--- src/common/dcache_pkg.sv ---
`default_nettype none

package dcache_pkg;

    localparam int ADDR_W     = 32;
    localparam int OFFSET_W   = 5;
    localparam int INDEX_W    = 7;
    localparam int TAG_W      = ADDR_W - INDEX_W - OFFSET_W;
    localparam int LINE_WORDS = 8;
    localparam int WORD_IDX_W = 3;
    localparam int NUM_WAYS   = 2;
    localparam int NUM_SETS   = 2 ** INDEX_W;

    typedef enum logic [2:0] {
        IDLE,
        LOOKUP,
        WRITEBACK,
        REFILL,
        FINISH
    } ctrl_state_e;

    // address split: tag | index | word | byte
    function automatic logic [TAG_W-1:0] addr_tag(input logic [ADDR_W-1:0] a);
        return a[ADDR_W-1 -: TAG_W];
    endfunction

    function automatic logic [INDEX_W-1:0] addr_index(input logic [ADDR_W-1:0] a);
        return a[OFFSET_W +: INDEX_W];
    endfunction

    function automatic logic [WORD_IDX_W-1:0] addr_word(input logic [ADDR_W-1:0] a);
        return a[OFFSET_W-1 -: WORD_IDX_W];
    endfunction

    function automatic logic [ADDR_W-1:0] line_addr(input logic [TAG_W-1:0] tag,
                                                    input logic [INDEX_W-1:0] index);
        return {tag, index, {OFFSET_W{1'b0}}};
    endfunction

endpackage

`default_nettype wire

--- src/common/burst_if.sv ---
`timescale 1ns/1ps
`default_nettype none

interface burst_if;
    import dcache_pkg::*;

    // controller side
    logic                  start;
    logic                  write;
    logic [ADDR_W-1:0]     line_addr;
    logic [31:0]           wdata;

    // engine side
    logic [WORD_IDX_W-1:0] need_idx;
    logic                  fill;
    logic [WORD_IDX_W-1:0] fill_idx;
    logic [31:0]           fill_data;
    logic                  done;

    modport cache_ctrl (
        output start, write, line_addr, wdata,
        input  need_idx, fill, fill_idx, fill_data, done
    );

    modport burst_engine (
        input  start, write, line_addr, wdata,
        output need_idx, fill, fill_idx, fill_data, done
    );

endinterface

`default_nettype wire

--- src/source/burst_engine.sv ---
`timescale 1ns/1ps
`default_nettype none

module burst_engine (
    input  logic                          clk,
    input  logic                          rst,
    burst_if.burst_engine                 burst,
    output logic                          mem_rd_req,
    output logic                          mem_wr_req,
    output logic [dcache_pkg::ADDR_W-1:0] mem_addr,
    output logic                          mem_wvalid,
    output logic [31:0]                   mem_wdata,
    output logic                          mem_wlast,
    input  logic                          mem_rvalid,
    input  logic [31:0]                   mem_rdata,
    input  logic                          mem_wack
);
    import dcache_pkg::*;

    typedef enum logic [1:0] {
        BE_IDLE,
        BE_READ,
        BE_WRITE,
        BE_ACK
    } eng_state_e;

    eng_state_e          state;
    // one bit wider so a write can count past the last word
    logic [WORD_IDX_W:0] cnt;
    logic                last_fill;

    assign burst.need_idx  = cnt[WORD_IDX_W-1:0];
    assign burst.fill      = (state == BE_READ) && mem_rvalid;
    assign burst.fill_idx  = cnt[WORD_IDX_W-1:0];
    assign burst.fill_data = mem_rdata;
    assign last_fill       = burst.fill && (cnt == (WORD_IDX_W+1)'(LINE_WORDS - 1));

    always_ff @(posedge clk) begin
        if (rst) begin
            state      <= BE_IDLE;
            cnt        <= '0;
            mem_rd_req <= 1'b0;
            mem_wr_req <= 1'b0;
            mem_wvalid <= 1'b0;
            mem_wlast  <= 1'b0;
            burst.done <= 1'b0;
        end else begin
            mem_rd_req <= 1'b0;
            mem_wr_req <= 1'b0;
            burst.done <= 1'b0;
            case (state)
                BE_IDLE: begin
                    if (burst.start) begin
                        mem_rd_req <= !burst.write;
                        mem_wr_req <= burst.write;
                        // word 0 is already being read this cycle
                        cnt        <= burst.write ? (WORD_IDX_W+1)'(1) : '0;
                        state      <= burst.write ? BE_WRITE : BE_READ;
                    end
                end
                BE_READ: begin
                    if (last_fill) begin
                        cnt        <= '0;
                        burst.done <= 1'b1;
                        state      <= BE_IDLE;
                    end else if (burst.fill) begin
                        cnt <= cnt + 1'b1;
                    end
                end
                BE_WRITE: begin
                    mem_wvalid <= 1'b1;
                    mem_wlast  <= (cnt == (WORD_IDX_W+1)'(LINE_WORDS));
                    if (cnt == (WORD_IDX_W+1)'(LINE_WORDS)) begin
                        cnt   <= '0;
                        state <= BE_ACK;
                    end else begin
                        cnt <= cnt + 1'b1;
                    end
                end
                BE_ACK: begin
                    mem_wvalid <= 1'b0;
                    mem_wlast  <= 1'b0;
                    if (mem_wack) begin
                        burst.done <= 1'b1;
                        state      <= BE_IDLE;
                    end
                end
                default: state <= BE_IDLE;
            endcase
        end
    end

    always_ff @(posedge clk) begin
        if (state == BE_IDLE && burst.start) mem_addr <= burst.line_addr;
        if (state == BE_WRITE) mem_wdata <= burst.wdata;
    end

    a_rvalid_in_read: assert property (@(posedge clk) disable iff (rst)
        mem_rvalid |-> state == BE_READ)
        else $error("read beat without an open read burst");

endmodule

`default_nettype wire

--- src/flat_wrapper.sv ---
// flat-port wrapper written by rule: the top's interface ports become plain ports
module burst_engine_flat import dcache_pkg::*;
  (clk, rst, mem_rd_req, mem_wr_req, mem_addr, mem_wvalid, mem_wdata, mem_wlast, mem_rvalid, mem_rdata, mem_wack, burst_start, burst_write, burst_line_addr, burst_wdata, burst_need_idx, burst_fill, burst_fill_idx, burst_fill_data, burst_done);
  burst_if burst_i ();
  input  logic clk;
  input  logic rst;
  output logic mem_rd_req;
  output logic mem_wr_req;
  output logic [dcache_pkg::ADDR_W-1:0] mem_addr;
  output logic mem_wvalid;
  output logic [31:0] mem_wdata;
  output logic mem_wlast;
  input  logic mem_rvalid;
  input  logic [31:0] mem_rdata;
  input  logic mem_wack;
  input wire logic [$bits(burst_i.start)-1:0] burst_start;
  input wire logic [$bits(burst_i.write)-1:0] burst_write;
  input wire logic [$bits(burst_i.line_addr)-1:0] burst_line_addr;
  input wire logic [$bits(burst_i.wdata)-1:0] burst_wdata;
  output wire logic [$bits(burst_i.need_idx)-1:0] burst_need_idx;
  output wire logic [$bits(burst_i.fill)-1:0] burst_fill;
  output wire logic [$bits(burst_i.fill_idx)-1:0] burst_fill_idx;
  output wire logic [$bits(burst_i.fill_data)-1:0] burst_fill_data;
  output wire logic [$bits(burst_i.done)-1:0] burst_done;
  assign burst_i.start = burst_start;
  assign burst_i.write = burst_write;
  assign burst_i.line_addr = burst_line_addr;
  assign burst_i.wdata = burst_wdata;
  assign burst_need_idx = burst_i.need_idx;
  assign burst_fill = burst_i.fill;
  assign burst_fill_idx = burst_i.fill_idx;
  assign burst_fill_data = burst_i.fill_data;
  assign burst_done = burst_i.done;
  burst_engine u_core (.clk(clk), .rst(rst), .burst(burst_i), .mem_rd_req(mem_rd_req), .mem_wr_req(mem_wr_req), .mem_addr(mem_addr), .mem_wvalid(mem_wvalid), .mem_wdata(mem_wdata), .mem_wlast(mem_wlast), .mem_rvalid(mem_rvalid), .mem_rdata(mem_rdata), .mem_wack(mem_wack));
endmodule
--- config.mk ---
export PLATFORM = sky130hd
export DESIGN_NAME = burst_engine_flat
export DESIGN_NICKNAME = d
export VERILOG_FILES = /design/src/common/dcache_pkg.sv /design/src/common/burst_if.sv /design/src/source/burst_engine.sv /design/src/flat_wrapper.sv
export SDC_FILE = /design/constraint.sdc
export NUM_CORES = 1
export LEC_CHECK = 0
export ABC_CLOCK_PERIOD_IN_PS = 2500
export BUFFER_PORTS_ARGS = -buffer_cell sky130_fd_sc_hd__buf_2
export CORE_MARGIN = 1
export CORE_UTILIZATION = 40
export CTS_CLUSTER_DIAMETER = 50
export DETAILED_ROUTE_END_ITERATION = 10
export GPL_ROUTABILITY_DRIVEN = 0
export PLACE_DENSITY = 0.9
export SYNTH_ARGS = -nofsm -noshare
export SYNTH_HDL_FRONTEND = slang
export SYNTH_SLANG_ARGS = --single-unit
--- constraint.sdc ---
create_clock -name clk -period 2.5 [get_ports clk]
set_input_delay 0.375 -clock clk [delete_from_list [all_inputs] [get_ports clk]]
set_output_delay 0.375 -clock clk [all_outputs]
set_load 0.01 [all_outputs]
### After elaboration in Yosys (flattened, before gate mapping)

Index checks and enable logic that the tools add are counted.

| word-level totals | value |
|---|---|
| input port bits | 102 |
| output and inout port bits | 108 |
| word-level logic and storage cells | 49 |
| register bits | 75 |

| cells by class | value |
|---|---|
| equality and inequality tests | 10 |
| reductions and logical operators | 10 |
| bitwise logic cells | 2 |
| $add $sub $neg | 1 |
| multiplexer cells | 17 |

Operator list:

| kind | count |
|---|---|
| two-way mux 4 bit | 4 |
| case mux 4 bit (3 select lines) | 1 |
| two-way mux 2 bit | 5 |
| case mux 2 bit (4 select lines) | 1 |
| case mux 1 bit (2 select lines) | 3 |
| adder 4 x 1 -> 4 bit, second input constant | 1 |
| equality test 2 bit, second input constant | 2 |
| equality test 4 x 3 -> 1 bit, second input constant | 1 |
| equality test 4 bit, second input constant | 1 |
| inequality test 2 x 1 -> 1 bit, second input constant | 2 |
| inequality test 2 bit, second input constant | 2 |
| AND reduction 4 bit | 1 |
| logical AND 1 bit | 3 |
| two-way mux 1 bit | 3 |
| inequality test 3 x 1 -> 1 bit, second input constant | 1 |
| AND reduction 3 bit | 1 |
| nonzero test 3 bit | 1 |
| OR reduction 3 bit | 1 |
| equality test 2 x 1 -> 1 bit, second input constant | 1 |
| logical NOT 2 bit | 1 |
| NOT 1 bit | 2 |
| nonzero test 2 bit | 1 |
| logical NOT 1 bit | 1 |

### Longest topological paths before layout

| depth | value |
|---|---|
| depth after elaboration | 5 |
| mapped depth | 6 |

### Least setup slack after synthesis

No wires, ideal clock.

| path | value |
|---|---|
| path kind | register to register |
| start | register u_core.state[0] |
| end | register u_core.state[1] |
| setup slack | 0.234 ns |
| buffers on the path | 0 |
| cell stages (with the launch flop) | 7 |
| data required time | 2.379 ns |
| clock period less this slack | 2.266 ns |
| data arrival time | 2.144 ns |
| setup time | 0.121 ns |
| cell sequence | dfxtp_1 -> inv_1 -> ha_1 -> nor2_1 -> nor2_1 -> a221o_2 -> mux2_4 |

| between the ends | value |
|---|---|
| longest elaborated chain between the ends | 5 |
| elaborated cells between the ends (all ways) | 12 |
| those cells by class | 7 x eq/ne; 1 x mux; 4 x reduce/logical |

Ends and longest elaborated chain:

| what | RTL line | RTL |
|---|---|---|
| start: declaration | burst_engine.sv:27 | `eng_state_e state;` |
| start signal: assignment | burst_engine.sv:58 | `state <= burst.write ? BE_WRITE : BE_READ;` |
| equality test 2 x 1 -> 1 bit | burst_engine.sv:33, burst_engine.sv:51 |  |
| logical AND 1 bit | burst_engine.sv:33 | `assign burst.fill = (state == BE_READ) && mem_rvalid;` |
| logical AND 1 bit | burst_engine.sv:36 | `assign last_fill = burst.fill && (cnt == (WORD_IDX_W+1)'(LINE_WORDS - 1));` |
| inequality test 2 x 1 -> 1 bit (no source line) | - |  |
| AND reduction 4 bit (no source line) | - |  |

Several ways; a longest one is shown, not always the timed one.
A chain may end at the register's enable or synchronous reset.

### Final worst setup path

Ends and elaborated chain as after synthesis.

==> qor.yml <==
status: "finished, final reports clean"
synthDistinctLibCells: 30
first_pass_iters: 4
dieArea_mm2: 0.00747
power.leakage_nw: 1.60
cts_resized: 0
antenna_found_initial: 0
synthTopCellsByCount: "edfxtp_1 (64), buf_4 (38), dfxtp_1 (11), nor2_1 (8)"
yosysMostFrequentCell: "edfxtp_1"
cp-startpoint: "u_core.state[0]$_SDFFE_PP0P_"
drive_gt1_share_pct: 55.9
synth_flop_cell: "edfxtp_1"
cap_violations: 0
grt_setup_unrepaired: "false"
cts_max_level: 3
slew_headroom_pct: 71.5
path_clk_slew_ps: 80
yosysTopAreaCell: "edfxtp_1"
post_cts_buffers: 0
p_per_area_mw_per_mm2: 1010
hold_ws_ps: 209
ys_warn_count: 0
netlist_area_mm2: 0.00285
initial_core_util_pct: 41.7
crit_type: "reg2reg"
grt_pass1_wl_um: 8480
synth_cells: 175
maxSlewViolCount: 0
grt_max_degree: 36
clock_latency_ps: 340
final_antenna_net_count: 0
fin_nets: 403
cts_made_buffers: 9
cp-end-kind: "flip-flop"
setup_viol: 0
cts.sinks: 75
grt_usage_pct: 15.8
r2r.worst_path.cells: 6
grt_use_met1_pct: 13.3
worst_pin_slew_ps: 427
synth_nets: 284
io_buffers: 145
fin_setup_tns_ps: 0
hold_path_startpoint: "burst_line_addr[0]"
cts_buffer_depth: 2
synth_seq_area_share_pct: 75.2
vias_per_cell: 4.49
period_needed_ps: 1840
cts_hold_buf: 0
grt_busiest_layer: "met2"
synth-edff-count: 64
core_mm2: 0.00683
fmax_ghz: 0.544
hp-class: "in2reg"
wire_per_inst_um: 15.5
async_flop_share_pct: 0
grt_use_met2_pct: 30.7
arrival_ps: 2060
ys_ff_latch: 75
ir_worst_vdd_v: 0.000281
whs_path_depth: 1
drc_errors: 0
min_period_over_period_pct: 73.5
finClkSkew_ps: 3.95
diodes: 0
use_met3_pct: 5.14
hold_viol_final: 0
grt_overflow: 0
dieWidth_um: 86.4
cp.required_ps: 2730
yosysTopAreaCellShare_pct: 67.4
rows: 30
cts_tree: "built"
hpwl_um: 4760
die_h_um: 86.4
area_delta_synth_final_pct: 28.5
io_pins: 210
avgSynthCellArea_um2: 16.3
r2r_start: "u_core.state[0]$_SDFFE_PP0P_"
drtIter0Drc: 41
start_kind: "flip-flop"
wirelength_um: 6140
vias: 1772
cts-root-buf: "clkbuf_8"
synthTopCellsByArea: "edfxtp_1 (67%), buf_4 (10%), dfxtp_1 (7.7%), ha_1 (3.1%), mux2i_1 (1.1%)"
worstPathMaxFanout: 4
first_global_vias: 1676
## through the flow
step                util, %  cells  worst slack, ps  power (mW)  area [um^2]
floorplan                 -    175              234        2.32         2850
global placement       50.1    379              731        2.59         3420
detailed placement     50.1    379              672        2.63         3420
CTS                    53.6    395              662        3.72         3660
global route           53.6    395              578        3.85         3660
finish                 53.6    395              662        3.68         3660
## placed cells by master, fill, tap and decap left out, types with 3 or more instances in the layout
cell,n
a21oi_1,3
clkbuf_8,9
bufinv_16,3
nand2_1,5
buf_2,145
dfxtp_1,11
mux2i_1,3
edfxtp_1,64
inv_1,7
nand3_1,3
nor3_1,4
nor2_1,8
ha_1,7
## registers in the layout, indices dropped and copies added (netlist names)
register           flops
u_core.burst.done      1
u_core.cnt             4
u_core.mem_wlast       1
u_core.mem_addr       32
u_core.mem_wr_req      1
u_core.mem_rd_req      1
u_core.state           2
u_core.mem_wdata      32
u_core.mem_wvalid      1
## critical path: stages (launching register included)
cell and delay (ps):
dfxtp_1 380, inv_1 100, ha_1 260, nor2_1 230
nor2_1 70, a221o_2 370, mux2_4 300
## cells by family after synthesis
kind of cell / share of synthesized area [%]
buffers and inverters: 11.1
adders and majority gates: 3.07
DFF: 75.2
muxes: 1.58
AOI/OAI and AO/OA: 2.15
and+or+nand+nor: 6.98
## final cells by class
type	count	area, um^2
fill	584	3170
sequential	75	2140
inverter	7	26.3
timing repair buffer	147	741
multi-input combinational	54	393
clock buffer	10	128
clock inverter	6	113
tap	96	120
## power by group
part | total (mW) | switching [mW] | internal [mW]
Combinational | 0.829 | 0.511 | 0.318
Sequential | 1.76 | 0.0747 | 1.69
Clock | 1.09 | 0.424 | 0.667
Total | 3.68 | 1.01 | 2.67
## path summary, 6_finish.rpt
kind	slack [ps]	endpoint
worst max register to register	660	u_core.state[1]$_SDFFE_PP0P_
worst max-delay path	660	u_core.state[1]$_SDFFE_PP0P_
worst min register to register	490	u_core.mem_wvalid$_SDFFE_PP0P_
worst min-delay path	210	u_core.mem_addr[0]$_DFFE_PN_
## per-layer routing
layer	wire length (um)	vias to the layer above	part of all wire [%]
met5	0	-	0
met4	229	0	3.7
met3	553	27	9.0
met2	3420	100	56
met1	1930	809	31
li1	-	836	-
Power figures use the tool's default switching activity.
