--- config.mk ---
export PLATFORM = sky130hd
export DESIGN_NAME = cache_ctrl_flat
export DESIGN_NICKNAME = d
export VERILOG_FILES = /design/src/common/dcache_pkg.sv /design/src/common/line_store_if.sv /design/src/common/burst_if.sv /design/src/cache_ctrl/cache_ctrl.sv /design/src/flat_wrapper.sv
export SDC_FILE = /design/constraint.sdc
export NUM_CORES = 1
export LEC_CHECK = 0
export BUFFER_PORTS_ARGS = -buffer_cell sky130_fd_sc_hd__buf_4
export CORE_MARGIN = 2
export CORE_UTILIZATION = 30
export DETAILED_ROUTE_END_ITERATION = 10
export PLACE_DENSITY = 0.51
export SLEW_MARGIN = 20
export SYNTH_ARGS = -nofsm -noshare
export SYNTH_HDL_FRONTEND = slang
export SYNTH_SLANG_ARGS = --single-unit
--- constraint.sdc ---
create_clock -name clk -period 4.6 [get_ports clk]
set_input_delay 0.23 -clock clk [delete_from_list [all_inputs] [get_ports clk]]
set_output_delay 0.23 -clock clk [all_outputs]
set_load 0.03 [all_outputs]
--- src/common/dcache_pkg.sv ---
`default_nettype none

package dcache_pkg;

    localparam int ADDR_W     = 32;
    localparam int OFFSET_W   = 5;
    localparam int INDEX_W    = 7;
    localparam int TAG_W      = ADDR_W - INDEX_W - OFFSET_W;
    localparam int LINE_WORDS = 8;
    localparam int WORD_IDX_W = 3;
    localparam int NUM_WAYS   = 2;
    localparam int NUM_SETS   = 2 ** INDEX_W;

    typedef enum logic [2:0] {
        IDLE,
        LOOKUP,
        WRITEBACK,
        REFILL,
        FINISH
    } ctrl_state_e;

    // address split: tag | index | word | byte
    function automatic logic [TAG_W-1:0] addr_tag(input logic [ADDR_W-1:0] a);
        return a[ADDR_W-1 -: TAG_W];
    endfunction

    function automatic logic [INDEX_W-1:0] addr_index(input logic [ADDR_W-1:0] a);
        return a[OFFSET_W +: INDEX_W];
    endfunction

    function automatic logic [WORD_IDX_W-1:0] addr_word(input logic [ADDR_W-1:0] a);
        return a[OFFSET_W-1 -: WORD_IDX_W];
    endfunction

    function automatic logic [ADDR_W-1:0] line_addr(input logic [TAG_W-1:0] tag,
                                                    input logic [INDEX_W-1:0] index);
        return {tag, index, {OFFSET_W{1'b0}}};
    endfunction

endpackage

`default_nettype wire

--- src/common/line_store_if.sv ---
`timescale 1ns/1ps
`default_nettype none

interface line_store_if;
    import dcache_pkg::*;

    logic [INDEX_W-1:0]                rd_index;
    logic [WORD_IDX_W-1:0]             rd_word;
    logic                              wr_way;
    logic [INDEX_W-1:0]                wr_index;
    logic [WORD_IDX_W-1:0]             wr_word;
    // one byte-enable group per way
    logic [NUM_WAYS-1:0][3:0]          wr_be;
    logic [31:0]                       wr_data;
    logic                              tag_we;
    logic [TAG_W-1:0]                  wr_tag;
    logic [NUM_WAYS-1:0][TAG_W-1:0]    rd_tag;
    logic [NUM_WAYS-1:0][31:0]         rd_data;

    modport cache_ctrl (
        output rd_index, rd_word, wr_way, wr_index, wr_word, wr_be, wr_data, tag_we, wr_tag,
        input  rd_tag, rd_data
    );

    modport line_store (
        input  rd_index, rd_word, wr_way, wr_index, wr_word, wr_be, wr_data, tag_we, wr_tag,
        output rd_tag, rd_data
    );

endinterface

`default_nettype wire

--- src/common/burst_if.sv ---
`timescale 1ns/1ps
`default_nettype none

interface burst_if;
    import dcache_pkg::*;

    // controller side
    logic                  start;
    logic                  write;
    logic [ADDR_W-1:0]     line_addr;
    logic [31:0]           wdata;

    // engine side
    logic [WORD_IDX_W-1:0] need_idx;
    logic                  fill;
    logic [WORD_IDX_W-1:0] fill_idx;
    logic [31:0]           fill_data;
    logic                  done;

    modport cache_ctrl (
        output start, write, line_addr, wdata,
        input  need_idx, fill, fill_idx, fill_data, done
    );

    modport burst_engine (
        input  start, write, line_addr, wdata,
        output need_idx, fill, fill_idx, fill_data, done
    );

endinterface

`default_nettype wire

--- src/cache_ctrl/cache_ctrl.sv ---
`timescale 1ns/1ps
`default_nettype none

module cache_ctrl (
    input  logic                          clk,
    input  logic                          rst,
    input  logic                          req,
    input  logic                          wr,
    input  logic [dcache_pkg::ADDR_W-1:0] addr,
    input  logic [3:0]                    be,
    input  logic [31:0]                   wdata,
    output logic                          done,
    output logic [31:0]                   rdata,
    line_store_if.cache_ctrl              store,
    burst_if.cache_ctrl                   burst
);
    import dcache_pkg::*;

    ctrl_state_e           state;

    // latched request
    logic                  req_wr;
    logic [TAG_W-1:0]      req_tag;
    logic [INDEX_W-1:0]    req_index;
    logic [WORD_IDX_W-1:0] req_word;
    logic [3:0]            req_be;
    logic [31:0]           req_wdata;
    logic                  victim;

    logic [NUM_WAYS-1:0]   valid [NUM_SETS];
    logic [NUM_WAYS-1:0]   dirty [NUM_SETS];
    // lru[set] names the way to evict next
    logic                  lru   [NUM_SETS];

    logic [NUM_WAYS-1:0]   way_hit;
    logic                  hit;
    logic                  hit_way;
    logic                  lru_way;
    logic                  victim_dirty;
    logic                  wb_start;
    logic [31:0]           fill_word;

    function automatic logic [31:0] merge_bytes(input logic [31:0] old_word,
                                                input logic [31:0] new_word,
                                                input logic [3:0]  en);
        logic [31:0] res;
        res = old_word;
        for (int b = 0; b < 4; b++) begin
            if (en[b]) res[8*b +: 8] = new_word[8*b +: 8];
        end
        return res;
    endfunction

    always_comb begin
        for (int w = 0; w < NUM_WAYS; w++) begin
            way_hit[w] = valid[req_index][w] && (store.rd_tag[w] == req_tag);
        end
    end

    assign hit          = |way_hit;
    assign hit_way      = way_hit[1];
    assign lru_way      = lru[req_index];
    assign victim_dirty = valid[req_index][lru_way] & dirty[req_index][lru_way];
    assign wb_start     = (state == LOOKUP) && !hit && victim_dirty;

    // cpu bytes land on the target word as it streams in
    assign fill_word = (req_wr && burst.fill_idx == req_word) ?
                       merge_bytes(burst.fill_data, req_wdata, req_be) : burst.fill_data;

    // storage access
    always_comb begin
        store.rd_index = (state == IDLE) ? addr_index(addr) : req_index;
        case (state)
            IDLE:              store.rd_word = addr_word(addr);
            LOOKUP, WRITEBACK: store.rd_word = burst.need_idx;
            default:           store.rd_word = req_word;
        endcase

        store.wr_way   = victim;
        store.wr_index = req_index;
        store.wr_word  = burst.fill_idx;
        store.wr_be    = '0;
        store.wr_data  = fill_word;
        store.tag_we   = 1'b0;
        store.wr_tag   = req_tag;

        if (state == LOOKUP && hit && req_wr) begin
            store.wr_way         = hit_way;
            store.wr_word        = req_word;
            store.wr_data        = req_wdata;
            store.wr_be[hit_way] = req_be;
        end else if (state == REFILL && burst.fill) begin
            store.wr_be[victim] = 4'hf;
            store.tag_we        = 1'b1;
        end
    end

    // burst commands
    assign burst.start     = ((state == LOOKUP) && !hit) || ((state == WRITEBACK) && burst.done);
    assign burst.write     = wb_start;
    assign burst.line_addr = wb_start ? line_addr(store.rd_tag[lru_way], req_index)
                                      : line_addr(req_tag, req_index);
    assign burst.wdata     = store.rd_data[victim];

    always_ff @(posedge clk) begin
        if (rst) begin
            state  <= IDLE;
            done   <= 1'b0;
            victim <= 1'b0;
            for (int s = 0; s < NUM_SETS; s++) begin
                valid[s] <= '0;
                dirty[s] <= '0;
                lru[s]   <= 1'b0;
            end
        end else begin
            done <= 1'b0;
            case (state)
                IDLE: begin
                    if (req) state <= LOOKUP;
                end
                LOOKUP: begin
                    if (hit) begin
                        lru[req_index] <= ~hit_way;
                        if (req_wr) dirty[req_index][hit_way] <= 1'b1;
                        done  <= 1'b1;
                        state <= IDLE;
                    end else begin
                        lru[req_index] <= ~lru_way;
                        victim         <= lru_way;
                        state          <= victim_dirty ? WRITEBACK : REFILL;
                    end
                end
                WRITEBACK: begin
                    if (burst.done) state <= REFILL;
                end
                REFILL: begin
                    if (burst.done) begin
                        valid[req_index][victim] <= 1'b1;
                        dirty[req_index][victim] <= req_wr;
                        state                    <= FINISH;
                    end
                end
                FINISH: begin
                    done  <= 1'b1;
                    state <= IDLE;
                end
                default: state <= IDLE;
            endcase
        end
    end

    always_ff @(posedge clk) begin
        if (state == IDLE && req) begin
            req_wr    <= wr;
            req_tag   <= addr_tag(addr);
            req_index <= addr_index(addr);
            req_word  <= addr_word(addr);
            req_be    <= be;
            req_wdata <= wdata;
        end
        if (state == LOOKUP && hit) rdata <= store.rd_data[hit_way];
        if (state == FINISH) rdata <= store.rd_data[victim];
    end

    // cpu waits for done before the next request
    a_req_in_idle: assert property (@(posedge clk) disable iff (rst) req |-> state == IDLE)
        else $error("request arrived while the cache was busy");

    a_single_hit: assert property (@(posedge clk) disable iff (rst)
        state == LOOKUP |-> !(&way_hit))
        else $error("both ways hit the same tag");

endmodule

`default_nettype wire

--- src/flat_wrapper.sv ---
// flat-port wrapper written by rule: the top's interface ports become plain ports
module cache_ctrl_flat import dcache_pkg::*;
  (clk, rst, req, wr, addr, be, wdata, done, rdata, store_rd_index, store_rd_word, store_wr_way, store_wr_index, store_wr_word, store_wr_be, store_wr_data, store_tag_we, store_wr_tag, store_rd_tag, store_rd_data, burst_start, burst_write, burst_line_addr, burst_wdata, burst_need_idx, burst_fill, burst_fill_idx, burst_fill_data, burst_done);
  line_store_if store_i ();
  burst_if burst_i ();
  input  logic clk;
  input  logic rst;
  input  logic req;
  input  logic wr;
  input  logic [dcache_pkg::ADDR_W-1:0] addr;
  input  logic [3:0] be;
  input  logic [31:0] wdata;
  output logic done;
  output logic [31:0] rdata;
  output wire logic [$bits(store_i.rd_index)-1:0] store_rd_index;
  output wire logic [$bits(store_i.rd_word)-1:0] store_rd_word;
  output wire logic [$bits(store_i.wr_way)-1:0] store_wr_way;
  output wire logic [$bits(store_i.wr_index)-1:0] store_wr_index;
  output wire logic [$bits(store_i.wr_word)-1:0] store_wr_word;
  output wire logic [$bits(store_i.wr_be)-1:0] store_wr_be;
  output wire logic [$bits(store_i.wr_data)-1:0] store_wr_data;
  output wire logic [$bits(store_i.tag_we)-1:0] store_tag_we;
  output wire logic [$bits(store_i.wr_tag)-1:0] store_wr_tag;
  input wire logic [$bits(store_i.rd_tag)-1:0] store_rd_tag;
  input wire logic [$bits(store_i.rd_data)-1:0] store_rd_data;
  output wire logic [$bits(burst_i.start)-1:0] burst_start;
  output wire logic [$bits(burst_i.write)-1:0] burst_write;
  output wire logic [$bits(burst_i.line_addr)-1:0] burst_line_addr;
  output wire logic [$bits(burst_i.wdata)-1:0] burst_wdata;
  input wire logic [$bits(burst_i.need_idx)-1:0] burst_need_idx;
  input wire logic [$bits(burst_i.fill)-1:0] burst_fill;
  input wire logic [$bits(burst_i.fill_idx)-1:0] burst_fill_idx;
  input wire logic [$bits(burst_i.fill_data)-1:0] burst_fill_data;
  input wire logic [$bits(burst_i.done)-1:0] burst_done;
  assign store_rd_index = store_i.rd_index;
  assign store_rd_word = store_i.rd_word;
  assign store_wr_way = store_i.wr_way;
  assign store_wr_index = store_i.wr_index;
  assign store_wr_word = store_i.wr_word;
  assign store_wr_be = store_i.wr_be;
  assign store_wr_data = store_i.wr_data;
  assign store_tag_we = store_i.tag_we;
  assign store_wr_tag = store_i.wr_tag;
  assign store_i.rd_tag = store_rd_tag;
  assign store_i.rd_data = store_rd_data;
  assign burst_start = burst_i.start;
  assign burst_write = burst_i.write;
  assign burst_line_addr = burst_i.line_addr;
  assign burst_wdata = burst_i.wdata;
  assign burst_i.need_idx = burst_need_idx;
  assign burst_i.fill = burst_fill;
  assign burst_i.fill_idx = burst_fill_idx;
  assign burst_i.fill_data = burst_fill_data;
  assign burst_i.done = burst_done;
  cache_ctrl u_core (.clk(clk), .rst(rst), .req(req), .wr(wr), .addr(addr), .be(be), .wdata(wdata), .done(done), .rdata(rdata), .store(store_i), .burst(burst_i));
endmodule
---- Word-level counts from Yosys, hierarchy flattened ----
Memories as Yosys holds them, arrays and structs flattened. A register that Yosys moved wholly into a read port is not among the register bits.
Index checks and enable logic that the tools add are counted.
cells by class
  equal/unequal tests ..................... 10
  add/subtract/negate cells ............... 0
  order comparisons ....................... 5
  reductions and logical operators ........ 23
  multiplexer cells ....................... 76
  shift operators ......................... 0
  bitwise gates (word level) .............. 8
  divide/modulo/power cells ............... 0
  $mul .................................... 0
operator list
  operator                                                    number
  two-way mux 32 bit                                          9
  two-way mux 7 bit                                           7
  two-way mux 8 bit                                           6
  == test 20 bit                                              2
  two-way mux 20 bit                                          2
  two-way mux 1 bit                                           32
  two-way mux 3 bit                                           5
  logical AND 1 bit                                           12
  two-way mux 2 bit                                           6
  one-hot mux 3 bit (4 select lines)                          1
  bitwise AND 8 bit                                           1
  demux 4 bit (select 1 bit)                                  2
  two-way mux 4 bit                                           2
  OR reduction 2 bit                                          4
  == test 3 x 2 -> 1 bit, second input constant               2
  less-than comparator 1 x 2 -> 1 bit, second input constant  3
  inequality test 2 bit, second input constant                3
  one-hot mux 3 bit (2 select lines)                          1
  == test 3 x 1 -> 1 bit, second input constant               1
  == test 3 bit                                               1
  == test 3 bit, second input constant                        1
  logical NOT 3 bit                                           1
  NOT 1 bit                                                   3
  OR 1 bit                                                    3
  10 further kinds                                            12
word-level totals
  ROM bits ................................ 0
  word-level logic and storage cells ...... 135
  latch bits .............................. 0
  input bits .............................. 216
  output and inout bits ................... 181
  flip-flop bits (word level) ............. 104
  bits in writable memories ............... 640
  memories ................................ 3
memories
  name          words  bits a word  rd ports  clocked after Yosys merged registers in  write ports  RTL line          source
  u_core.dirty  128    2            1         1                                        128          cache_ctrl.sv:31  logic [NUM_WAYS-1:0] dirty [NUM_SETS];
  u_core.valid  128    2            1         1                                        128          cache_ctrl.sv:30  logic [NUM_WAYS-1:0] valid [NUM_SETS];
  u_core.lru    128    1            1         1                                        128          cache_ctrl.sv:33  logic lru [NUM_SETS];

---- Longest topological paths before layout ----
Gate-level depths: netlist of the first run.
  word-level depth ........................ 10
  mapped depth ............................ 16
  depth with buffers taken out ............ 9

---- Worst setup path after synthesis of the first run ----
No wires, ideal clock.
  path kind ............................... register -> register
  start ................................... reg with a tool-made name
  end ..................................... reg u_core.rdata[0] (enable)
  cell stages (with the launch flop) ...... 12
  path buffers ............................ 3
  required time ........................... 4.167 ns
  path slack .............................. 0.407 ns
  arrival ................................. 3.760 ns
  clock period less this slack ............ 4.193 ns
  library setup time ...................... 0.433 ns
  path through ............................ dfxtp_1 > buf_2 > buf_4 > buf_2 > nor2_1 > a22oi_1 > a21boi_0 > o41ai_1 > and4_4 > nand2b_1 > nand3b_1 > a21oi_1
RTL lines
  item                  RTL line           source
  end signal, assigned  cache_ctrl.sv:161  if (state == LOOKUP && hit) rdata <= store.rd_data[hit_way];
  end signal, assigned  cache_ctrl.sv:162  if (state == FINISH) rdata <= store.rd_data[victim];
  end, declared         cache_ctrl.sv:13   output logic [31:0] rdata,

==> results of run 1 <==
==> cell families after synthesis <==
family | synth area share, %
AO/OA/AOI/OAI | 15.5
flip-flops | 54.1
AND/OR/NAND/NOR | 7.92
buffers and inverters | 6.48
multiplexers | 15.0
XOR/XNOR | 1.02
other | 0.0102
==> worst max-delay path, stage by stage, from the launching register on <==
cell and delay [ps]:
sky130_fd_sc_hd__dfxtp_4 390, sky130_fd_sc_hd__buf_12 150, sky130_fd_sc_hd__buf_4 140, sky130_fd_sc_hd__bufbuf_16 300, sky130_fd_sc_hd__nor2_4 320, sky130_fd_sc_hd__buf_6 220, sky130_fd_sc_hd__a22oi_1 100, sky130_fd_sc_hd__nand2_1 200
sky130_fd_sc_hd__o22ai_1 120, sky130_fd_sc_hd__nor4_1 290, sky130_fd_sc_hd__buf_4 180, sky130_fd_sc_hd__mux2i_4 90, sky130_fd_sc_hd__mux2i_1 200, sky130_fd_sc_hd__buf_4 160, sky130_fd_sc_hd__nand3b_4 180, sky130_fd_sc_hd__buf_12 210
sky130_fd_sc_hd__mux2_4 310, sky130_fd_sc_hd__buf_6 140
==> cell usage in the layout, fill, tap and decap left out, types with 12 or more instances in the layout <==
cell / count
sky130_fd_sc_hd__nand2_1: 175
sky130_fd_sc_hd__dfxtp_1: 262
sky130_fd_sc_hd__a22oi_1: 69
sky130_fd_sc_hd__a21oi_1: 15
sky130_fd_sc_hd__nor2b_1: 15
sky130_fd_sc_hd__clkbuf_1: 19
sky130_fd_sc_hd__buf_12: 35
sky130_fd_sc_hd__xor2_1: 26
sky130_fd_sc_hd__clkinv_2: 15
sky130_fd_sc_hd__clkbuf_16: 90
sky130_fd_sc_hd__dlygate4sd3_1: 133
sky130_fd_sc_hd__mux2_4: 22
sky130_fd_sc_hd__mux4_2: 102
sky130_fd_sc_hd__o22ai_1: 261
sky130_fd_sc_hd__mux2i_1: 134
sky130_fd_sc_hd__buf_6: 32
sky130_fd_sc_hd__buf_4: 477
sky130_fd_sc_hd__mux2_2: 136
sky130_fd_sc_hd__inv_1: 258
sky130_fd_sc_hd__xnor2_1: 17
sky130_fd_sc_hd__nor2_1: 409
sky130_fd_sc_hd__o21bai_1: 384
sky130_fd_sc_hd__a21o_1: 12
sky130_fd_sc_hd__edfxtp_1: 483
==> through the flow <==
stage	setup slack, ps	cells	TNS, ps	hold WS (ps)	utilization (%)
3_3_place_gp	389	5104	0	408	34.4
4_1_cts	-99.4	5419	-1650	87.6	38.3
3_5_place_dp	368	5104	0	409	34.4
2_1_floorplan	407	3259	0	329	-
5_1_grt	-129	5425	-3190	101	38.4
6_report	-45.8	5426	-410	57.4	38.4
==> cells in the mapped netlist (19+ instances only) <==
library cell               count  area, um^2
sky130_fd_sc_hd__buf_2        68         340
sky130_fd_sc_hd__buf_4        19         143
sky130_fd_sc_hd__mux2_2      139        1570
sky130_fd_sc_hd__edfxtp_1    483       14500
sky130_fd_sc_hd__xor2_1       26         228
sky130_fd_sc_hd__o21bai_1    386        2900
sky130_fd_sc_hd__mux4_2      102        2300
sky130_fd_sc_hd__mux2_4       19         285
sky130_fd_sc_hd__a22oi_1      72         541
sky130_fd_sc_hd__nand2_1     181         679
sky130_fd_sc_hd__nor2b_1      20         125
sky130_fd_sc_hd__inv_1       258         968
sky130_fd_sc_hd__o22ai_1     265        1660
sky130_fd_sc_hd__mux2i_1     136        1360
sky130_fd_sc_hd__nor2_1      410        1540
sky130_fd_sc_hd__clkbuf_1    184         691
sky130_fd_sc_hd__dfxtp_1     268        5370
==> area by class of cell <==
| class | count | area share, % |
|---|---|---|
| tap | 1625 | 4.35 |
| antenna | 1 | 0.00535 |
| multi-input combinational | 1948 | 31.7 |
| clock buffer | 120 | 5.29 |
| clock inverter | 39 | 0.953 |
| inverter | 259 | 2.08 |
| timing repair buffer | 683 | 13.1 |
| sequential | 751 | 42.5 |
==> per-layer routing <==
metal / vias to the layer above / GRT usage [%] / routed length (um)
li1: 12700 / - / -
met1: 14000 / 27.3 / 56100
met2: 825 / 31.2 / 59700
met3: 205 / 3.73 / 7980
met4: 6 / 5.48 / 3320
met5: - / 0 / 36
==> sequential cells by signal, summed over array words and instances (netlist names), 3 cells and up, named ones only <==
name                   cells
u_core.dirty             256
u_core.valid             256
u_core.lru               128
u_core.rdata              32
u_core.req_wdata          32
u_core.store.wr_tag       20
u_core.store.wr_index      7
u_core.req_be              4
u_core.req_word            3
u_core.state               3
==> path summary, 6_finish.rpt <==
kind	endpoint	slack [ps]	cells after the start
setup / recovery	burst_line_addr[24]	-50	17
hold / removal	u_core.done	60	2
setup reg to reg	u_core.rdata[4]	270	13
hold reg to reg	u_core.valid[61][1]	470	2
==> power by group through the flow <==
stage / Combinational, W / Clock, W / Sequential, W
floorplan: 0.00198 / 0 / 0.00762
global placement: 0.00333 / 0 / 0.00770
detailed placement: 0.00334 / 0 / 0.00770
CTS: 0.00364 / 0.00728 / 0.00754
global route: 0.00386 / 0.00754 / 0.00755
finish: 0.00369 / 0.00714 / 0.00753
==> repair_timing <==
| item | CTS | global route |
|---|---|---|
| hold endpoints to repair | 109 | 0 |
| cloned | 4 | 0 |
| pin swaps | 6 | 9 |
| hold buffers | 133 | 0 |
| gates resized for setup | 50 | 21 |
| buffers inserted | 19 | 7 |
| endpoints found under the setup margin | 61 | 56 |
==> results summary, run 1 <==
In the final routed layout, each cell accounts on average for 23.4 um. The floorplan die height is 354 um. Wires add up to 127000 um.

Summing all multi-input logic gate instances after layout gives 14800 um^2. The number of violations of the max-capacitance limit came out at 0. The final max-slew violation count is 0. The clock tree from TritonCTS is done. The weighted congestion reported at the end of routability-driven placement came out at 0.881. The total overflow left after global routing is 0.

Setup repair after global routing could not meet its margin everywhere. The run finished, with violations left. The kind of end point of the critical path is an output pin. The checks that failed: negative setup slack. The average footprint of a synthesized cell came out at 11.3 um^2. Of the synthesized area, sequential elements account for 54.1%.

Yosys mapped a number of flops with a built-in enable equal to 483. The type of the most critical hold path is input pin to flip-flop. The number of iterations in the first detailed-routing pass came out at 5.

The cell-internal power is 0.0131 W. The number of hold-slack violations in the final timing report is 0. The synthesized instance count came out at 3255. The instance area after placement is 41800 um^2. For this run, the leading register cell type out of synthesis is sky130_fd_sc_hd__edfxtp_1. The iteration-0 DRC count of the detailed router is 2635.

The worst clock skew is 38.2 ps. The fill cell instance count of the final layout came out at 12000. The maximum root-to-sink buffer count is 3. CTS placed an instance of sky130_fd_sc_hd__clkbuf_16 at the clock tree root. The number of buffers created by CTS came out at 87. Along the worst path, the maximum fanout reaches 13. The type of origin of the critical path is a flip-flop.

The share of final-layout standard cells stronger than drive strength 1 came out at 26.3%. The maximum achievable frequency came out at 0.215 GHz. The sequential share of power is 41.0%. The worst hold path begins at rst. The floorplan step defined a core boundary enclosing 122000 um^2. For the worst setup path, the data required time is 4370 ps. Across all layers, the routed design uses 27700 vias. The type of the worst setup path is flip-flop to output pin. The final non-filler cell area came out at 46700 um^2. The number of distinct library cells after synthesis is 59. The share of total power in combinational logic is 20.1%. The first-pass GRT wire length is 185000 um. The portion of total power attributed to the clock network is 38.9%.

The leakage power came out at 16.2 nW. The row count came out at 128. The count of input and output buffers came out at 389. The number of DRC violations after detailed routing is 0. Power spread over the standard cell area amounts to 393 nW/um^2. For the worst setup path, the data arrival time is 4420 ps. The final critical-path setup slack came out at -45.8 ps. The net switching share of the total power came out at 28.6%.

Using the TritonRoute via totals, the vias-per-cell ratio works out to 5.11. The worst-case headroom to the max-slew limit came out at 26.0%. The count of nets after finishing is 3946. Registers take 19900 um^2. The number of warning messages in the yosys log is 0. The worst path in the final design needs a cycle of 4650 ps, including I/O delays and setup. For this run, the total global-route usage over all layers was measured as 19.6%. The switching component of the power came out at 0.00525 W. The effective utilization at floorplan is 30.2%. The area of the die came out at 125000 um^2. The count of endpoints failing setup in the final report came out at 18. Synthesis inferred 751 register bits.

Once detail routing completed, the nets flagged for antenna violations numbered 0. Summing every instance area after synthesis gives 36700 um^2. The source-to-sink clock delay at the later pin of the worst-skew pair came out at 680 ps. The initial antenna violation count came out at 6.

The maximum level of the CTS H-tree is 3. The number of global-route vias before repair is 27200. Clock-pin slew was measured on the worst setup and hold paths at 60 ps. The die outline width came out at 354 um. The final critical-path share of the clock period is 101%. The fraction of synthesis flops using an asynchronous set or reset pin is 0%. Pin placement for this block handled 397 I/O pins. Entering global routing, the biggest net connects 223 pins. The completed layout was analyzed and its total power is 0.0184 W. The detailed-placement wirelength estimate is 81500 um. The clock net in this run drives a total of 751 sinks. The signed area change from the synthesized netlist to the final layout came out at 27.2%. For the pin with the worst max-slew slack, the measured transition is 1110 ps.

The maximum ir drop on the vdd rail is 0.261 mV.
No activity file was read; power rests on OpenSTA's default activity.
==> run 2: changes to the inputs <==
--- a/config.mk
+++ b/config.mk
@@ -6,10 +6,9 @@
 export NUM_CORES = 1
 export LEC_CHECK = 0
 export BUFFER_PORTS_ARGS = -buffer_cell sky130_fd_sc_hd__buf_4
-export CORE_MARGIN = 2
 export CORE_UTILIZATION = 30
 export DETAILED_ROUTE_END_ITERATION = 10
-export PLACE_DENSITY = 0.51
+export PLACE_DENSITY = 0.54
 export SLEW_MARGIN = 20
 export SYNTH_ARGS = -nofsm -noshare
 export SYNTH_HDL_FRONTEND = slang
==> results summary, run 2 (same netlist as run 1, synthesis figures left out) <==
The effective utilization at floorplan is 30.2% (unchanged). The worst clock skew came to 36.8 ps (-1.40 ps). The count of endpoints failing setup in the final report is 0 (-18).

The number of sinks driven by the clock tree is 751 (unchanged). The type of the worst setup path is flip-flop to output pin. The via count came out at 27900 (+0.59%). The total global routing track utilization was 19.4% (-0.23 points). The detailed-placement wirelength estimate was 81100 um (-0.55%). The number of global-route vias before repair is 27000 (-1.0%). The worst-case register-to-register setup slack came to 340 ps (+70 ps). The clock period minus worst slack came out at 4560 ps (-81.7 ps). The area of the die is 124000 um^2 (-1.1%). The top cell types in the final layout, fill and taps aside, are sky130_fd_sc_hd__edfxtp_1, sky130_fd_sc_hd__buf_4, sky130_fd_sc_hd__nor2_1. The I/O pin count came to 397 (unchanged). The sum of overflow across all layers after global routing came out at 0 (unchanged). The maximum ir drop on the vdd rail came to 0.303 mV (+16%). The via density per instance came out at 5.17 (+1.1%).

The fill cell instance count of the final layout is 12000 (-0.37%). The row count is 128 (unchanged). The tightest min-delay check is of the input pin to flip-flop type. The count of input and output buffers came out at 389 (unchanged). The endpoint arrival time on the critical path was 4330 ps (-90 ps). The iteration-0 DRC count of the detailed router came out at 2800 (+6.3%). The weighted congestion reported at the end of routability-driven placement was 0.881 (about the same). The cell count of the worst hold path came out at 2 (unchanged). The initial antenna violation count is 4 (-2). The total inserted antenna cells is 0 (-1).

The number of buffers created by CTS is 86 (-1.1%). Setup repair after global routing could not meet its margin everywhere. The leakage power was 16.0 nW (-1.4%). The clock tree from TritonCTS is done. CTS placed an instance of sky130_fd_sc_hd__clkbuf_16 at the clock tree root. The layer flagged by global routing as most heavily used is met2. In this run the critical register-to-register path is captured at u_core.rdata[28]. The final critical-path share of the clock period came out at 99.2% (-1.8 points). The met3 demand-to-capacity share in global routing came out at 2.97% (-0.76 points). The clock transition time at the flip-flop clock pins of the worst setup and hold paths came out at 60 ps (about the same). The run finished with clean final reports. The share of final-layout standard cells stronger than drive strength 1 came out at 26.0% (-0.36 points). The logic depth of the worst register-to-register path is 12 (-1).

The cell-internal power came to 0.0129 W (-2.0%). The sequential share of power is 41.8% (+0.8 points). The share of total power in combinational logic is 19.7% (-0.4 points).

The number of iterations in the first detailed-routing pass was 5 (unchanged). The net switching share of the total power came out at 28.7% (+0.16 points). The number of nets still failing antenna checks after routing is 0 (unchanged). The met2 usage in global routing is 30.7% (-0.51 points).

The data required time of the critical path is 4370 ps (about the same). The final critical-path setup slack is 35.9 ps (+81.7 ps). The cell total after placement was 5080 (-0.47%). From synthesis to final layout, the design area changed by 26.2%. The number of cells in the finished layout apart from fillers is 5400 (-0.48%).

The type of origin of the critical path is a flip-flop. The end point of the most critical hold path is u_core.store.wr_tag[9]. The worst setup path is captured at an output pin. The maximum fanout along the worst path is 7 (-6). The count of nets after finishing came out at 3918 (-0.71%). The portion of total power attributed to the clock network is 38.5% (-0.4 points). The source-to-sink clock delay at the later pin of the worst-skew pair came out at 680 ps (about the same). The met1 usage in global routing came out at 27.7% (+0.41 points). In the final layout, the registers with the most flip-flops are u_core.dirty: 256 flops, u_core.valid: 256 flops, u_core.lru: 128 flops. The total length of routed wires is 125000 um (-1.5%). The first-pass GRT wire length came to 182000 um (-1.6%). The maximum level of the CTS H-tree came out at 3 (unchanged). The number of DRC violations after detailed routing came out at 0 (unchanged). The number of violations of the max-capacitance limit is 0 (unchanged). The floorplan die height is 352 um (-0.56%). The final max-slew violation count was 0 (unchanged). The number of hold-slack violations in the final timing report came to 0 (unchanged).

The maximum number of pins on one net before global-route repair is 217 (-2.7%). The routed length per instance came out at 23.2 um (-1.0%). The transition at the pin with the smallest max-transition slack was 1110 ps (+2.14 ps). The maximum achievable frequency came to 0.219 GHz (+1.8%). The maximum root-to-sink buffer count is 3 (unchanged). The switching component of the power came out at 0.00518 W (-1.2%). The library cell used most frequently in the layout, excluding fill and tap cells, is sky130_fd_sc_hd__edfxtp_1. The worst hold path begins at addr[21].

The worst-case headroom to the max-slew limit is 25.8% (-0.14 points). The die outline width is 352 um (-0.56%). The core outline area is 122000 um^2 (unchanged).

The power density relative to cell area is 389 nW/um^2 (-1.0%). The post-placement setup slack is 387 ps (+18.6 ps).
## run 2: cell count changes in the layout (fill, tap and decap cells not counted), moves of 4 or more
cell and delta:
sky130_fd_sc_hd__clkbuf_16 +4, sky130_fd_sc_hd__a22oi_1 -7, sky130_fd_sc_hd__clkinv_1 -5, sky130_fd_sc_hd__a22oi_2 +7, sky130_fd_sc_hd__buf_12 -14, sky130_fd_sc_hd__clkbuf_1 +12
sky130_fd_sc_hd__bufinv_16 -5, sky130_fd_sc_hd__buf_4 -16, sky130_fd_sc_hd__clkbuf_8 +5
## run 2: how the worst max path moves through the flow
stage / endpoint / slack, ps / depth (start not counted)
final: burst_line_addr[28] / 40 / 12
after global placement: store_wr_data[15] / 420 / 11
after floorplan: u_core.rdata[0] / 410 / 11
after global routing: burst_line_addr[28] / -30 / 12
after detailed placement: store_wr_data[13] / 390 / 11
after CTS: store_wr_data[26] / 4 / 14
## run 2: critical path: stages, from the launching register on
cell,delay (ps)
sky130_fd_sc_hd__dfxtp_4,480
sky130_fd_sc_hd__buf_12,180
sky130_fd_sc_hd__mux4_2,500
sky130_fd_sc_hd__mux4_2,570
sky130_fd_sc_hd__mux2i_4,260
sky130_fd_sc_hd__a32oi_2,130
sky130_fd_sc_hd__nand3_2,110
sky130_fd_sc_hd__nor2b_2,60
sky130_fd_sc_hd__or3_4,390
sky130_fd_sc_hd__nand3b_4,250
sky130_fd_sc_hd__buf_12,210
sky130_fd_sc_hd__mux2_4,340
sky130_fd_sc_hd__buf_6,150
## run 2: layout make-up
type                            instances  area, um^2  share of cell area [%]
Timing Repair Buffer                  656        5790                    12.5
Inverter                              259         972                    2.10
Clock inverter                         24         241                   0.521
Tap cell                             1625        2030                    4.38
Multi-Input combinational cell       1948       14900                    32.1
Clock buffer                          137        2590                    5.58
Sequential cell                       751       19900                    42.9
## run 2: through the flow
stage | hold WS [ps] | area [um^2] | power (W) | setup TNS, ps | util, %
final | 272 | 46400 | 0.0180 | 0 | 38.1
after global routing | 250 | 46400 | 0.0186 | -88.0 | 38.1
after CTS | 234 | 46000 | 0.0180 | 0 | 37.8
after detailed placement | 409 | 41600 | 0.0109 | 0 | 34.2
after global placement | 409 | 41600 | 0.0109 | 0 | 34.2
after floorplan | 329 | 36800 | 0.00960 | 0 | -
## run 2: repair_timing
action                                  CTS  global route
endpoints found under the setup margin   52            51
cloned                                    1             5
buffers inserted                         12             7
endpoints found under the hold margin   121             0
hold buffers                            135             0
pin swaps                                 1             8
resized for setup                        22            55
## run 2: power by group through the flow
stage	combinational [W]	clock, W	sequential (W)
global route	0.00370	0.00731	0.00755
finish	0.00356	0.00694	0.00753
global placement	0.00324	0	0.00768
detailed placement	0.00324	0	0.00769
CTS	0.00342	0.00705	0.00753
floorplan	0.00198	0	0.00762
## run 2: routing by layer
layer / up-vias / part of all wire, %
li1: 12700 / -
met1: 14200 / 45
met2: 823 / 47
met3: 177 / 5.6
met4: 4 / 2.3
met5: - / 0.021
